<file path="src/vdec_pkg.sv">
/*
  shared widths, types and OPV encodings for the two-lane vector decode stage
  imported by every RTL module of the stage
*/
package vdec_pkg;

  // data and element geometry
  localparam int WORD_W    = 32;
  localparam int OFFSET_W  = 8;
  localparam int REG_IDX_W = 5;
  localparam int LANES     = 2;

  typedef logic [WORD_W-1:0]    word_t;
  typedef logic [OFFSET_W-1:0]  offset_t;
  typedef logic [REG_IDX_W-1:0] reg_idx_t;

  // execute operation, slides and gather pass operand b through
  typedef enum logic [1:0] {
    ALU_ADD  = 2'd0,
    ALU_SUB  = 2'd1,
    ALU_PASS = 2'd2
  } aluop_t;

  // where the vs2 element offsets come from
  typedef enum logic [1:0] {
    VS2_NORMAL      = 2'd0,
    VS2_IDX_MINUS_1 = 2'd1,
    VS2_IDX_PLUS_1  = 2'd2,
    VS2_RS1         = 2'd3
  } vs2_src_t;

  // operand a selection
  typedef enum logic [1:0] {
    OPA_VS1 = 2'd0,
    OPA_XS1 = 2'd1,
    OPA_IMM = 2'd2
  } opa_src_t;

  // major opcode
  localparam logic [6:0] OPC_OPV = 7'b1010111;

  // funct3 categories
  localparam logic [2:0] F3_OPIVV = 3'b000;
  localparam logic [2:0] F3_OPIVI = 3'b011;
  localparam logic [2:0] F3_OPIVX = 3'b100;
  localparam logic [2:0] F3_OPMVX = 3'b110;

  // funct6 values of the supported subset
  localparam logic [5:0] F6_VADD        = 6'b000000;
  localparam logic [5:0] F6_VSUB        = 6'b000010;
  localparam logic [5:0] F6_VRGATHER    = 6'b001100;
  localparam logic [5:0] F6_VSLIDE1UP   = 6'b001110;
  localparam logic [5:0] F6_VSLIDE1DOWN = 6'b001111;

endpackage

</file>
<file path="src/vector_control_unit.sv">
/*
  combinational decode of an OPV instruction word into control fields
  de_en is high only for the supported vadd, vsub, slide1 and gather forms
*/
`timescale 1ns/10ps

module vector_control_unit (
  input  vdec_pkg::word_t    instr,
  output logic               de_en,
  output vdec_pkg::aluop_t   aluop,
  output vdec_pkg::opa_src_t opa_src,
  output vdec_pkg::vs2_src_t vs2_src,
  output logic               masked,
  output vdec_pkg::reg_idx_t vs1,
  output vdec_pkg::reg_idx_t vs2,
  output vdec_pkg::reg_idx_t vd,
  output vdec_pkg::word_t    imm
);
  import vdec_pkg::*;

  logic [6:0] opcode;
  logic [2:0] funct3;
  logic [5:0] funct6;

  assign opcode = instr[6:0];
  assign funct3 = instr[14:12];
  assign funct6 = instr[31:26];

  // register fields, rs1 and imm5 share the vs1 slot
  assign vs1    = instr[19:15];
  assign vs2    = instr[24:20];
  assign vd     = instr[11:7];
  assign masked = ~instr[25];
  assign imm    = {{(WORD_W-5){instr[19]}}, instr[19:15]};

  always_comb begin
    de_en   = 1'b0;
    aluop   = ALU_PASS;
    opa_src = OPA_VS1;
    vs2_src = VS2_NORMAL;
    if (opcode == OPC_OPV) begin
      case (funct3)
        F3_OPIVV: begin
          opa_src = OPA_VS1;
          de_en   = (funct6 == F6_VADD) || (funct6 == F6_VSUB);
          aluop   = (funct6 == F6_VSUB) ? ALU_SUB : ALU_ADD;
        end
        F3_OPIVX: begin
          opa_src = OPA_XS1;
          if (funct6 == F6_VRGATHER) begin
            // every lane reads element xs1 of vs2
            de_en   = 1'b1;
            vs2_src = VS2_RS1;
          end else begin
            de_en = (funct6 == F6_VADD) || (funct6 == F6_VSUB);
            aluop = (funct6 == F6_VSUB) ? ALU_SUB : ALU_ADD;
          end
        end
        F3_OPIVI: begin
          opa_src = OPA_IMM;
          de_en   = (funct6 == F6_VADD);
          aluop   = ALU_ADD;
        end
        F3_OPMVX: begin
          opa_src = OPA_XS1;
          if (funct6 == F6_VSLIDE1UP) begin
            de_en   = 1'b1;
            vs2_src = VS2_IDX_MINUS_1;
          end else if (funct6 == F6_VSLIDE1DOWN) begin
            de_en   = 1'b1;
            vs2_src = VS2_IDX_PLUS_1;
          end
        end
        default: begin
          de_en = 1'b0;
        end
      endcase
    end
  end

endmodule

</file>
<file path="src/element_counter.sv">
/*
  walks the element offsets of one instruction, two per cycle from vstart
  reports which lanes are below vl and flags the final beat
*/
`timescale 1ns/10ps

module element_counter (
  input  logic                            CLK,
  input  logic                            nRST,
  input  logic                            de_en,
  input  logic                            stall,
  input  logic                            flush,
  input  vdec_pkg::offset_t               vstart,
  input  vdec_pkg::offset_t               vl,
  output vdec_pkg::offset_t               offset,
  output logic [vdec_pkg::LANES-1:0]      lane_active,
  output logic                            done,
  output logic                            busy
);
  import vdec_pkg::*;

  offset_t               count;
  // one extra bit so the tail compares never wrap
  logic [OFFSET_W:0]     pair_end;

  assign offset   = vstart + count;
  assign pair_end = {1'b0, offset} + (OFFSET_W + 1)'(LANES);

  always_comb begin
    for (int i = 0; i < LANES; i++) begin
      lane_active[i] = ({1'b0, offset} + (OFFSET_W + 1)'(i)) < {1'b0, vl};
    end
  end

  // also covers vl at or below vstart with a single empty beat
  assign done = de_en & (pair_end >= {1'b0, vl});
  assign busy = de_en & ~done;

  always_ff @(posedge CLK, negedge nRST) begin
    if (!nRST) begin
      count <= '0;
    end else if (flush) begin
      count <= '0;
    end else if (de_en && !stall) begin
      if (done) begin
        count <= '0;
      end else begin
        count <= count + OFFSET_W'(LANES);
      end
    end
  end

endmodule

</file>
<file path="src/offset_gen.sv">
/*
  per-lane register-file read offsets and destination offsets
  also flags the slide1 boundary lanes that take xs1 instead of vs2
*/
`timescale 1ns/10ps

module offset_gen (
  input  vdec_pkg::offset_t                      offset,
  input  vdec_pkg::vs2_src_t                     vs2_src,
  input  vdec_pkg::word_t                        xs1,
  input  vdec_pkg::offset_t                      vstart,
  input  vdec_pkg::offset_t                      vl,
  output vdec_pkg::offset_t [vdec_pkg::LANES-1:0] vs1_offset,
  output vdec_pkg::offset_t [vdec_pkg::LANES-1:0] vs2_offset,
  output vdec_pkg::offset_t [vdec_pkg::LANES-1:0] woffset,
  output logic [vdec_pkg::LANES-1:0]             xs1_sub
);
  import vdec_pkg::*;

  offset_t [LANES-1:0] lane_offset;

  always_comb begin
    for (int i = 0; i < LANES; i++) begin
      lane_offset[i] = offset + OFFSET_W'(i);
      vs1_offset[i]  = lane_offset[i];
      woffset[i]     = lane_offset[i];

      case (vs2_src)
        VS2_IDX_MINUS_1: vs2_offset[i] = lane_offset[i] - 8'd1;
        VS2_IDX_PLUS_1:  vs2_offset[i] = lane_offset[i] + 8'd1;
        // gather index, upper xs1 bits dropped
        VS2_RS1:         vs2_offset[i] = xs1[OFFSET_W-1:0];
        default:         vs2_offset[i] = lane_offset[i];
      endcase

      // slide1down: the lane that would read element vl
      xs1_sub[i] = (vs2_src == VS2_IDX_PLUS_1) && (vs2_offset[i] == vl);
    end

    // slide1up: first element of the instruction takes xs1
    if ((vs2_src == VS2_IDX_MINUS_1) && (offset == vstart)) begin
      xs1_sub[0] = 1'b1;
    end
  end

endmodule

</file>
<file path="src/decode_execute_reg.sv">
/*
  operand selection, masked write enables and the decode-to-execute register
  flush clears the beat and wins over stall, stall holds it
*/
`timescale 1ns/10ps

module decode_execute_reg (
  input  logic                                    CLK,
  input  logic                                    nRST,
  input  logic                                    stall,
  input  logic                                    flush,
  input  logic                                    de_en,
  input  vdec_pkg::aluop_t                        aluop,
  input  vdec_pkg::opa_src_t                      opa_src,
  input  logic                                    masked,
  input  vdec_pkg::reg_idx_t                      vd,
  input  vdec_pkg::word_t                         imm,
  input  vdec_pkg::word_t                         xs1,
  input  vdec_pkg::word_t [vdec_pkg::LANES-1:0]   vs1_data,
  input  vdec_pkg::word_t [vdec_pkg::LANES-1:0]   vs2_data,
  input  logic [vdec_pkg::LANES-1:0]              v0_mask,
  input  logic [vdec_pkg::LANES-1:0]              lane_active,
  input  logic [vdec_pkg::LANES-1:0]              xs1_sub,
  input  vdec_pkg::offset_t [vdec_pkg::LANES-1:0] woffset,
  input  logic                                    done,
  output vdec_pkg::aluop_t                        ex_aluop,
  output vdec_pkg::reg_idx_t                      ex_vd,
  output vdec_pkg::offset_t [vdec_pkg::LANES-1:0] ex_woffset,
  output vdec_pkg::word_t [vdec_pkg::LANES-1:0]   ex_opa,
  output vdec_pkg::word_t [vdec_pkg::LANES-1:0]   ex_opb,
  output logic [vdec_pkg::LANES-1:0]              ex_wen,
  output logic                                    ex_decode_done
);
  import vdec_pkg::*;

  word_t [LANES-1:0]  opa;
  word_t [LANES-1:0]  opb;
  logic [LANES-1:0]   wen;

  always_comb begin
    for (int i = 0; i < LANES; i++) begin
      case (opa_src)
        OPA_XS1: opa[i] = xs1;
        OPA_IMM: opa[i] = imm;
        default: opa[i] = vs1_data[i];
      endcase
      // slide boundary lanes take the scalar
      opb[i] = xs1_sub[i] ? xs1 : vs2_data[i];
      // v0 only matters for masked forms
      wen[i] = de_en & lane_active[i] & (~masked | v0_mask[i]);
    end
  end

  always_ff @(posedge CLK, negedge nRST) begin
    if (!nRST) begin
      ex_aluop       <= ALU_ADD;
      ex_vd          <= '0;
      ex_woffset     <= '0;
      ex_opa         <= '0;
      ex_opb         <= '0;
      ex_wen         <= '0;
      ex_decode_done <= 1'b0;
    end else if (flush) begin
      ex_aluop       <= ALU_ADD;
      ex_vd          <= '0;
      ex_woffset     <= '0;
      ex_opa         <= '0;
      ex_opb         <= '0;
      ex_wen         <= '0;
      ex_decode_done <= 1'b0;
    end else if (!stall) begin
      ex_aluop       <= aluop;
      ex_vd          <= vd;
      ex_woffset     <= woffset;
      ex_opa         <= opa;
      ex_opb         <= opb;
      ex_wen         <= wen;
      ex_decode_done <= done;
    end
  end

endmodule

</file>
<file path="src/rv32v_decode_stage.sv">
/*
  two-lane vector decode stage top, reads the register file through its ports
  and hands one registered beat per cycle to execute
*/
`timescale 1ns/10ps

module rv32v_decode_stage (
  input  logic                                    CLK,
  input  logic                                    nRST,
  input  vdec_pkg::word_t                         instr,
  input  vdec_pkg::word_t                         xs1,
  input  vdec_pkg::offset_t                       vstart,
  input  vdec_pkg::offset_t                       vl,
  input  logic                                    stall,
  input  logic                                    flush,
  input  vdec_pkg::word_t [vdec_pkg::LANES-1:0]   vs1_data,
  input  vdec_pkg::word_t [vdec_pkg::LANES-1:0]   vs2_data,
  input  logic [vdec_pkg::LANES-1:0]              v0_mask,
  output logic                                    busy,
  output vdec_pkg::reg_idx_t                      vs1_idx,
  output vdec_pkg::reg_idx_t                      vs2_idx,
  output vdec_pkg::offset_t [vdec_pkg::LANES-1:0] vs1_offset,
  output vdec_pkg::offset_t [vdec_pkg::LANES-1:0] vs2_offset,
  output vdec_pkg::aluop_t                        ex_aluop,
  output vdec_pkg::reg_idx_t                      ex_vd,
  output vdec_pkg::offset_t [vdec_pkg::LANES-1:0] ex_woffset,
  output vdec_pkg::word_t [vdec_pkg::LANES-1:0]   ex_opa,
  output vdec_pkg::word_t [vdec_pkg::LANES-1:0]   ex_opb,
  output logic [vdec_pkg::LANES-1:0]              ex_wen,
  output logic                                    ex_decode_done
);
  import vdec_pkg::*;

  // decode fields
  logic                de_en;
  aluop_t              aluop;
  opa_src_t            opa_src;
  vs2_src_t            vs2_src;
  logic                masked;
  reg_idx_t            vd;
  word_t               imm;

  // sequencing and offsets
  offset_t             offset;
  logic [LANES-1:0]    lane_active;
  logic                done;
  offset_t [LANES-1:0] woffset;
  logic [LANES-1:0]    xs1_sub;

  vector_control_unit i_vector_control_unit (
    .instr   (instr),
    .de_en   (de_en),
    .aluop   (aluop),
    .opa_src (opa_src),
    .vs2_src (vs2_src),
    .masked  (masked),
    .vs1     (vs1_idx),
    .vs2     (vs2_idx),
    .vd      (vd),
    .imm     (imm)
  );

  element_counter i_element_counter (
    .CLK         (CLK),
    .nRST        (nRST),
    .de_en       (de_en),
    .stall       (stall),
    .flush       (flush),
    .vstart      (vstart),
    .vl          (vl),
    .offset      (offset),
    .lane_active (lane_active),
    .done        (done),
    .busy        (busy)
  );

  offset_gen i_offset_gen (
    .offset     (offset),
    .vs2_src    (vs2_src),
    .xs1        (xs1),
    .vstart     (vstart),
    .vl         (vl),
    .vs1_offset (vs1_offset),
    .vs2_offset (vs2_offset),
    .woffset    (woffset),
    .xs1_sub    (xs1_sub)
  );

  decode_execute_reg i_decode_execute_reg (
    .CLK            (CLK),
    .nRST           (nRST),
    .stall          (stall),
    .flush          (flush),
    .de_en          (de_en),
    .aluop          (aluop),
    .opa_src        (opa_src),
    .masked         (masked),
    .vd             (vd),
    .imm            (imm),
    .xs1            (xs1),
    .vs1_data       (vs1_data),
    .vs2_data       (vs2_data),
    .v0_mask        (v0_mask),
    .lane_active    (lane_active),
    .xs1_sub        (xs1_sub),
    .woffset        (woffset),
    .done           (done),
    .ex_aluop       (ex_aluop),
    .ex_vd          (ex_vd),
    .ex_woffset     (ex_woffset),
    .ex_opa         (ex_opa),
    .ex_opb         (ex_opb),
    .ex_wen         (ex_wen),
    .ex_decode_done (ex_decode_done)
  );

endmodule

</file>
<file path="config.mk">
export PLATFORM = sky130hd
export DESIGN_NAME = rv32v_decode_stage
export DESIGN_NICKNAME = d
export VERILOG_FILES = /design/src/vdec_pkg.sv /design/src/vector_control_unit.sv /design/src/element_counter.sv /design/src/offset_gen.sv /design/src/decode_execute_reg.sv /design/src/rv32v_decode_stage.sv
export SDC_FILE = /design/constraint.sdc
export NUM_CORES = 1
export LEC_CHECK = 0
export BUFFER_PORTS_ARGS = -buffer_cell sky130_fd_sc_hd__buf_2
export CORE_MARGIN = 2
export CORE_UTILIZATION = 39
export CTS_CLUSTER_DIAMETER = 40
export DETAILED_ROUTE_END_ITERATION = 12
export GPL_TIMING_DRIVEN = 0
export PLACE_DENSITY = 0.74
export SYNTH_ARGS = -nofsm -noshare
export SYNTH_HDL_FRONTEND = slang
export SYNTH_HIERARCHICAL = 1
export SYNTH_SLANG_ARGS = --single-unit
</file>
<file path="constraint.sdc">
create_clock -name CLK -period 6.1 [get_ports CLK]
set_input_delay 0.61 -clock CLK [delete_from_list [all_inputs] [get_ports CLK]]
set_output_delay 0.61 -clock CLK [all_outputs]
set_load 0.01 [all_outputs]
</file>
==> key figures, run 1 <==
Outcome
  – Status: finished, final reports clean

STA
  – Hold WS: 0.0888 ns
  – Final WS setup: 0.279 ns
  – Unrepaired setup endpoints after global routing: false
  – Clk_skew: 0.0117 ns
  – Worst Tran Pin Value: 0.988 ns
  – Final Max Tran Viols: 0
  – Min Tclk post-route: 5.82 ns
  – Final setup fails: 0
  – Final hold violations: 0
  – Achievable frequency: 0.172 GHz
  – TNS Setup: 0 ns
  – Final Cycle Share: 95.4%
  – Slew HR: 34.1%

Die
  – FP Rows: 64
  – Initial Util: 39.6%
  – I/O Pins: 411
  – Die Area: 32,500 um2
  – Total core area: 30,600 um2
  – Die width: 180 um
  – Die Y-Extent: 180 um

Place
  – I/O Buffers: 395
  – GP Congestion: 0.972
  – Area after DPL: 14,600 um2
  – Pre-CTS setup slack: -0.617 ns
  – Hpwl dp: 36,300 um
  – Inst Count DP: 2,061

Layout
  – Number of fillers in the final layout: 2,939
  – Share of post-route cells with drive strength above 1: 39.3%
  – Reg area: 4030 um2
  – Multi-input logic area: 6740 um2
  – Nets: 1,956
  – Synth-to-layout area growth: 26.4%
  – Final Util: 50.0%
  – Layout Cells excl Fill: 2,105
  – Design area: 15,300 um2

Logic synthesis
  – Synth Net Count: 1,536
  – Avg Inst Size Synth: 9.54 um2
  – Top cell type's share of synthesized area: 33.3%
  – Leading cell types by count after synthesis: dfrtp_1 (161), nand2_1 (101), inv_1 (96)
  – Post-synth EDFFs: 0
  – Top cells by area, synth: dfrtp_1 (33%), a2111oi_2 (7.8%), mux2i_1 (7.4%)
  – Synth cell types: 74
  – Synth warnings: 6
  – Top_reg_cell synth: dfrtp_1
  – Async set-reset flop share out of synthesis: 100%
  – Register area share after synthesis: 33.3%
  – Yosys reg bits: 161
  – Mapped Area: 12,100 um2
  – Post-synth top area cell: dfrtp_1
  – Most common cell in the netlist: dfrtp_1
  – Cell count after synthesis: 1,269

Worst setup path
  – Slowest cell delay on critical path: 0.49 ns
  – CP Max Fanout: 10
  – CP Class: reg -> reg
  – Worst Path Arrival: 6.12 ns
  – Crit-path slowest cell: xnor2_2
  – FF-to-FF path depth: 20
  – Worst EP required: 6.40 ns
  – Critical path origin: i_element_counter/count[2]
  – Worst setup path endpoint: i_decode_execute_reg/ex_opb[54]
  – R2r startpoint: i_element_counter/count[2]
  – Worst path cell trace: ha_1 -> a21oi_1 -> xnor2_2 -> buf_6 -> and3_4 -> nand2_1 -> xnor2_1 -> ha_1 -> a21o_1 -> a21oi_1 -> o32ai_1 -> a2111o_1 -> a2111o_1 -> a2111oi_2 -> o2111a_1 -> buf_2 -> buf_4 -> mux2i_1 -> o21ai_0 -> nor2b_1
  – Worst setup SP type: register
  – Worst R2R End: i_decode_execute_reg/ex_opb[54]
  – R2r setup slk: 0.28 ns
  – Crit. End Element: register

Drt
  – Avg Vias per Cell: 5.50
  – Wire per inst: 22.1 um
  – Antenna violation net count after detailed routing: 0
  – Initial DRT Pass Iterations: 6
  – Vias: 11,600
  – Initial DRC Count: 788
  – Final WL: 46,600 um
  – # DRC: 0

Clocking
  – # clock sinks: 161
  – Reg clk slew, reported paths: 0.08 ns
  – Num CTS Buffers: 17
  – Clk_lat worst skew: 0.44 ns
  – Htree depth: 4
  – CTS tree: done
  – Clk root buf: clkbuf_16
  – Max Buffers Root-to-Sink: 2

Global routing
  – GRT Total Usage: 28.2%
  – Grt ovf: 0
  – Global-route wire length before repair: 70,600 um
  – Antenna violations before repair: 10
  – Largest net degree at the start of global routing: 102
  – Number of global-route vias before repair: 11,800

Power
  – Tot Pwr: 2.92 mW
  – Cell area power density: 191 nW/um2
  – Leak: 7.29 nW
  – Maximum vdd ir drop: 174 uV

Worst hold path
  – Hold WC Path Type: in -> async

Flow run
  – Number of max-cap violations: 0
how the worst min path moves through the flow:
| stage | startpoint | slack [ns] | to |
|---|---|---|---|
| 2_1_floorplan | nRST | 0.31 | i_decode_execute_reg/ex_aluop[0] |
| 3_5_place_dp | i_decode_execute_reg/ex_woffset[15] | 0.51 | i_decode_execute_reg/ex_woffset[15] |
| 3_3_place_gp | i_decode_execute_reg/ex_woffset[1] | 0.50 | i_decode_execute_reg/ex_woffset[1] |
| 4_1_cts | nRST | 0.09 | i_decode_execute_reg/ex_opa[52] |
| 5_1_grt | nRST | 0.12 | i_decode_execute_reg/ex_opa[52] |
| 6_report | nRST | 0.09 | i_decode_execute_reg/ex_opa[52] |
area by class of cell:
cell class | instances | area share [%]
Inverter | 96 | 2.35
Multi-Input combinational cell | 850 | 44.0
Clock inverter | 14 | 0.948
Sequential cell | 161 | 26.3
Timing Repair Buffer | 402 | 13.5
Buffer | 161 | 6.76
Tap cell | 396 | 3.24
Antenna cell | 8 | 0.131
Clock buffer | 17 | 2.78
report_power, final:
part           switching [mW]  internal, mW
registers              0.0355          1.13
clock network           0.526         0.543
logic                   0.401         0.287
total                   0.962          1.96
placed cells by master (no fill, tap or decap), types with 23 or more instances in the layout:
cell       Yosys  final
nand2_1      101    101
a2111oi_2     63     63
nor2b_1       73     73
ha_1          53     53
mux2i_1       90     90
clkbuf_1      40     39
nor3b_1       71     71
o21ai_0       86     84
buf_2         29    420
a221oi_2      31     31
xor2_1        28     26
dfrtp_1      161    161
inv_1         96     96
nor2_1        51     51
xnor2_1       25     23
buf_4         84     91
sequential cells by signal (all words and copies together), names as in the netlist:
name	count
i_decode_execute_reg/ex_opa	64
i_decode_execute_reg/ex_aluop	2
i_decode_execute_reg/ex_decode_done	1
i_decode_execute_reg/ex_wen	2
i_element_counter/count	7
i_decode_execute_reg/ex_opb	64
i_decode_execute_reg/ex_vd	5
i_decode_execute_reg/ex_woffset	16
layer usage:
metal / track usage, % / vias to the layer above / wire (um)
met5: 0 / - / 30
met4: 13.3 / 4 / 2080
met3: 6.37 / 112 / 3550
met2: 47.6 / 581 / 22500
met1: 34.1 / 5593 / 18400
li1: - / 5289 / -
worst max-delay path, delay by kind of cell (launching register included):
family / cells / cell delay [ns]
flip-flops: 1 / 0.42
AO/OA/AOI/OAI: 9 / 1.99
AND/OR/NAND/NOR: 3 / 0.48
buffers and inverters: 3 / 0.70
multiplexers: 1 / 0.31
adder cells (fa/ha/maj): 2 / 0.79
XOR/XNOR: 2 / 0.98
timing repair:
item,CTS,global route
hold buffers,0,0
endpoints found under the setup margin,30,33
pin swaps,1,2
resized for setup,5,6
buffers inserted,1,5
cloned,0,0
logic make-up (layout without fill, tap and decap cells):
family | Yosys count | after routing | synth area share [%]
AOI/OAI and AO/OA | 276 | 276 | 21.0
xor gates and xnor gates | 53 | 53 | 3.83
adders and majority gates | 53 | 53 | 5.48
buffers and inverters | 258 | 690 | 11.5
DFF | 161 | 161 | 33.3
muxes | 90 | 90 | 7.44
other | 0 | 8 | 0
and+or+nand+nor | 378 | 378 | 17.5
Power figures use the tool's default switching activity.
==> inputs of run 2 (changes only) <==
--- a/config.mk
+++ b/config.mk
@@ -5,6 +5,7 @@
 export SDC_FILE = /design/constraint.sdc
 export NUM_CORES = 1
 export LEC_CHECK = 0
+export ABC_AREA = 1
 export BUFFER_PORTS_ARGS = -buffer_cell sky130_fd_sc_hd__buf_2
 export CORE_MARGIN = 2
 export CORE_UTILIZATION = 39
==> run 2 against run 1 <==
Compared with the run above: count of clock-buffer cells in the layout stayed put; cell area shrank 4.5%; die area fell by 5.0%; combinational power fell by 16%; critical path depth up 5; core utilization is 0.63 points higher; clock skew about the same; fmax is 13% higher; via count grew 10%; critical path type unchanged; critical endpoint is now i_decode_execute_reg/ex_opb[53]; largest power group unchanged.
==> key figures, run 2 <==
Clocking
  – Htree depth: 4
  – Clk_lat worst skew: 0.43 ns
  – Clk root buf: clkbuf_16
  – # clock sinks: 161
  – Max Buffers Root-to-Sink: 2
  – Num CTS Buffers: 17
  – Post-CTS setup buffers: 0
  – CTS tree: done
  – Reg clk slew, reported paths: 0.08 ns
  – Hold-fix buffers, CTS: 0
  – Cts repair resizes: 0

Global routing
  – Antenna violations before repair: 11
  – Grt ovf: 0
  – Largest net degree at the start of global routing: 115
  – GRT Total Usage: 27.8%
  – Global-route wire length before repair: 66,300 um
  – Number of global-route vias before repair: 11,900

Logic synthesis
  – Register area share after synthesis: 35.1%
  – Synth cell types: 42
  – Post-synth top area cell: dfrtp_1
  – Most common cell in the netlist: nand2_1
  – Top cells by area, synth: dfrtp_1 (35%), nand2_1 (25%), inv_1 (5.9%)
  – Top_reg_cell synth: dfrtp_1
  – Async set-reset flop share out of synthesis: 100%
  – Mapped Area: 11,500 um2
  – Cell count after synthesis: 1,770
  – Synth Net Count: 2,037
  – Synth warnings: 6
  – Post-synth EDFFs: 0
  – Yosys reg bits: 161
  – Leading cell types by count after synthesis: nand2_1 (772), inv_1 (180), nor2_1 (173)
  – Avg Inst Size Synth: 6.49 um2
  – Top cell type's share of synthesized area: 35.1%

Drt
  – Met3 WL: 3080 um
  – Final WL: 44,000 um
  – Vias: 12,800
  – # DRC: 0
  – Avg Vias per Cell: 4.92
  – Antenna violation net count after detailed routing: 0
  – Initial DRC Count: 927
  – Metal-1 WL: 17,900 um
  – Routed wl met2: 20,900 um
  – Top sig layer: met4
  – Wire per inst: 17.0 um
  – Initial DRT Pass Iterations: 6

STA
  – Final Max Tran Viols: 0
  – Worst Tran Pin Value: 1.10 ns
  – Min Tclk post-route: 5.17 ns
  – Final setup fails: 0
  – Slew HR: 26.2%
  – Unrepaired setup endpoints after global routing: false
  – Final hold violations: 0
  – TNS Setup: 0 ns
  – Achievable frequency: 0.193 GHz
  – Clk_skew: 0.0116 ns
  – Final Cycle Share: 84.8%

Layout
  – Top flop regs: i_decode_execute_reg/ex_opa: 64 flops, i_decode_execute_reg/ex_opb: 64 flops, i_decode_execute_reg/ex_woffset: 16 flops
  – Commonest non-fill, non-tap cell in the layout: nand2_1
  – Nets: 2,452
  – Final Util: 50.7%
  – Highest-count cells in the layout ignoring fill and taps: nand2_1 (772), buf_2 (427), inv_1 (180), nor2_1 (173), dfrtp_1 (161)
  – Share of post-route cells with drive strength above 1: 26.4%
  – Synth-to-layout area growth: 27.3%
  – Design area: 14,600 um2

Power
  – Logic gate share of total power: 20.2%
  – Leak: 8.72 nW
  – Clock share of power: 39.4%
  – Sw Ratio: 33.2%
  – Tot Pwr: 2.86 mW
  – Maximum vdd ir drop: 167 uV
  – Sequential Power Share: 40.4%
  – Sw Pwr: 0.949 mW
  – Cell area power density: 195 nW/um2
  – Pint: 1.91 mW

Place
  – Area after DPL: 14,000 um2
  – Hpwl dp: 34,800 um
  – I/O Buffers: 395
  – GP Congestion: 0.945

Outcome
  – Status: finished, final reports clean

Die
  – FP Rows: 62
  – Die width: 176 um
  – Total core area: 28,900 um2
  – Die Area: 30,900 um2
  – I/O Pins: 411
  – Initial Util: 39.8%
  – Die Y-Extent: 176 um

Worst setup path
  – Worst EP required: 6.41 ns
  – CP Max Fanout: 13
  – FF-to-FF path depth: 25
  – CP Class: reg -> reg
  – Worst R2R End: i_decode_execute_reg/ex_opb[53]
  – Worst Path Arrival: 5.48 ns
  – Crit. End Element: register
  – Worst setup SP type: register
  – R2r startpoint: i_element_counter/count[2]
  – R2r setup slk: 0.93 ns

Flow run
  – Number of max-cap violations: 0

Worst hold path
  – Hold WC Path Type: in -> async
-- run 2: cell families after synthesis --
| family | Yosys count | synth area share [%] |
|---|---|---|
| and+or+nand+nor | 1095 | 38.6 |
| AOI/OAI and AO/OA | 114 | 5.38 |
| xor gates and xnor gates | 18 | 1.44 |
| adders and majority gates | 53 | 5.77 |
| buffers and inverters | 329 | 13.8 |
| DFF | 161 | 35.1 |
-- run 2: how the worst max path moves through the flow --
stage | slack, ns | to | startpoint
after floorplan | 1.95 | i_decode_execute_reg/ex_opb[38] | vstart[2]
after global placement | 0.78 | i_decode_execute_reg/ex_opb[61] | vstart[2]
after detailed placement | 0.70 | i_decode_execute_reg/ex_opb[61] | vstart[2]
after CTS | 0.99 | i_decode_execute_reg/ex_opb[55] | i_element_counter/count[2]
after global routing | 0.55 | i_decode_execute_reg/ex_opb[56] | i_element_counter/count[2]
final | 0.93 | i_decode_execute_reg/ex_opb[53] | i_element_counter/count[2]
-- run 2: area by class of cell --
cell class	count	area [um2]
multi-input cells	1280	5880
clock buffers	17	425
inverters	190	713
plain buffers	139	871
repair buffers	396	2010
diodes	12	30.0
fillers	2979	14200
flip-flops and latches	161	4030
well taps	384	480
clock inverters	15	181
-- run 2: power groups by stage --
| stage | Sequential, mW | Clock [mW] | Combinational (mW) |
|---|---|---|---|
| after floorplan | 1.20 | 0 | 0.274 |
| after global placement | 1.17 | 0 | 0.563 |
| after detailed placement | 1.17 | 0 | 0.575 |
| after CTS | 1.15 | 1.14 | 0.577 |
| after global routing | 1.16 | 1.19 | 0.639 |
| final | 1.15 | 1.13 | 0.577 |
-- run 2: critical path, stage by stage (launching register included) --
cell      delay (ns)
dfrtp_1         0.43
ha_1            0.33
nand2_1         0.13
inv_1           0.05
nor2_1          0.82
nand2_1         0.14
inv_1           0.14
nand3_1         0.16
o31ai_2         0.50
ha_1            0.36
nand2_1         0.11
inv_1           0.05
a21oi_1         0.18
nand3_1         0.10
nand3_1         0.10
nand2_1         0.08
nand2_1         0.09
nand2_1         0.05
nand2_1         0.05
nand3_1         0.07
nor2_1          0.08
buf_2           0.26
clkbuf_1        0.42
o21ai_0         0.18
nand2_1         0.10
nand2_1         0.06
-- run 2: per-layer routing --
metal | track usage, % | vias up
li1 | - | 6205
met1 | 34.5 | 5886
met2 | 46.2 | 565
met3 | 4.81 | 101
met4 | 14.6 | 0
met5 | 0 | -
-- run 2: through the flow --
step / cells / worst slack, ns / hold slack [ns]
3_5_place_dp: 2550 / 0.701 / 0.460
4_1_cts: 2582 / 0.988 / 0.0843
5_1_grt: 2592 / 0.549 / 0.0868
6_report: 2594 / 0.928 / 0.0821
2_1_floorplan: 1770 / 1.95 / 0.314
3_3_place_gp: 2549 / 0.776 / 0.457
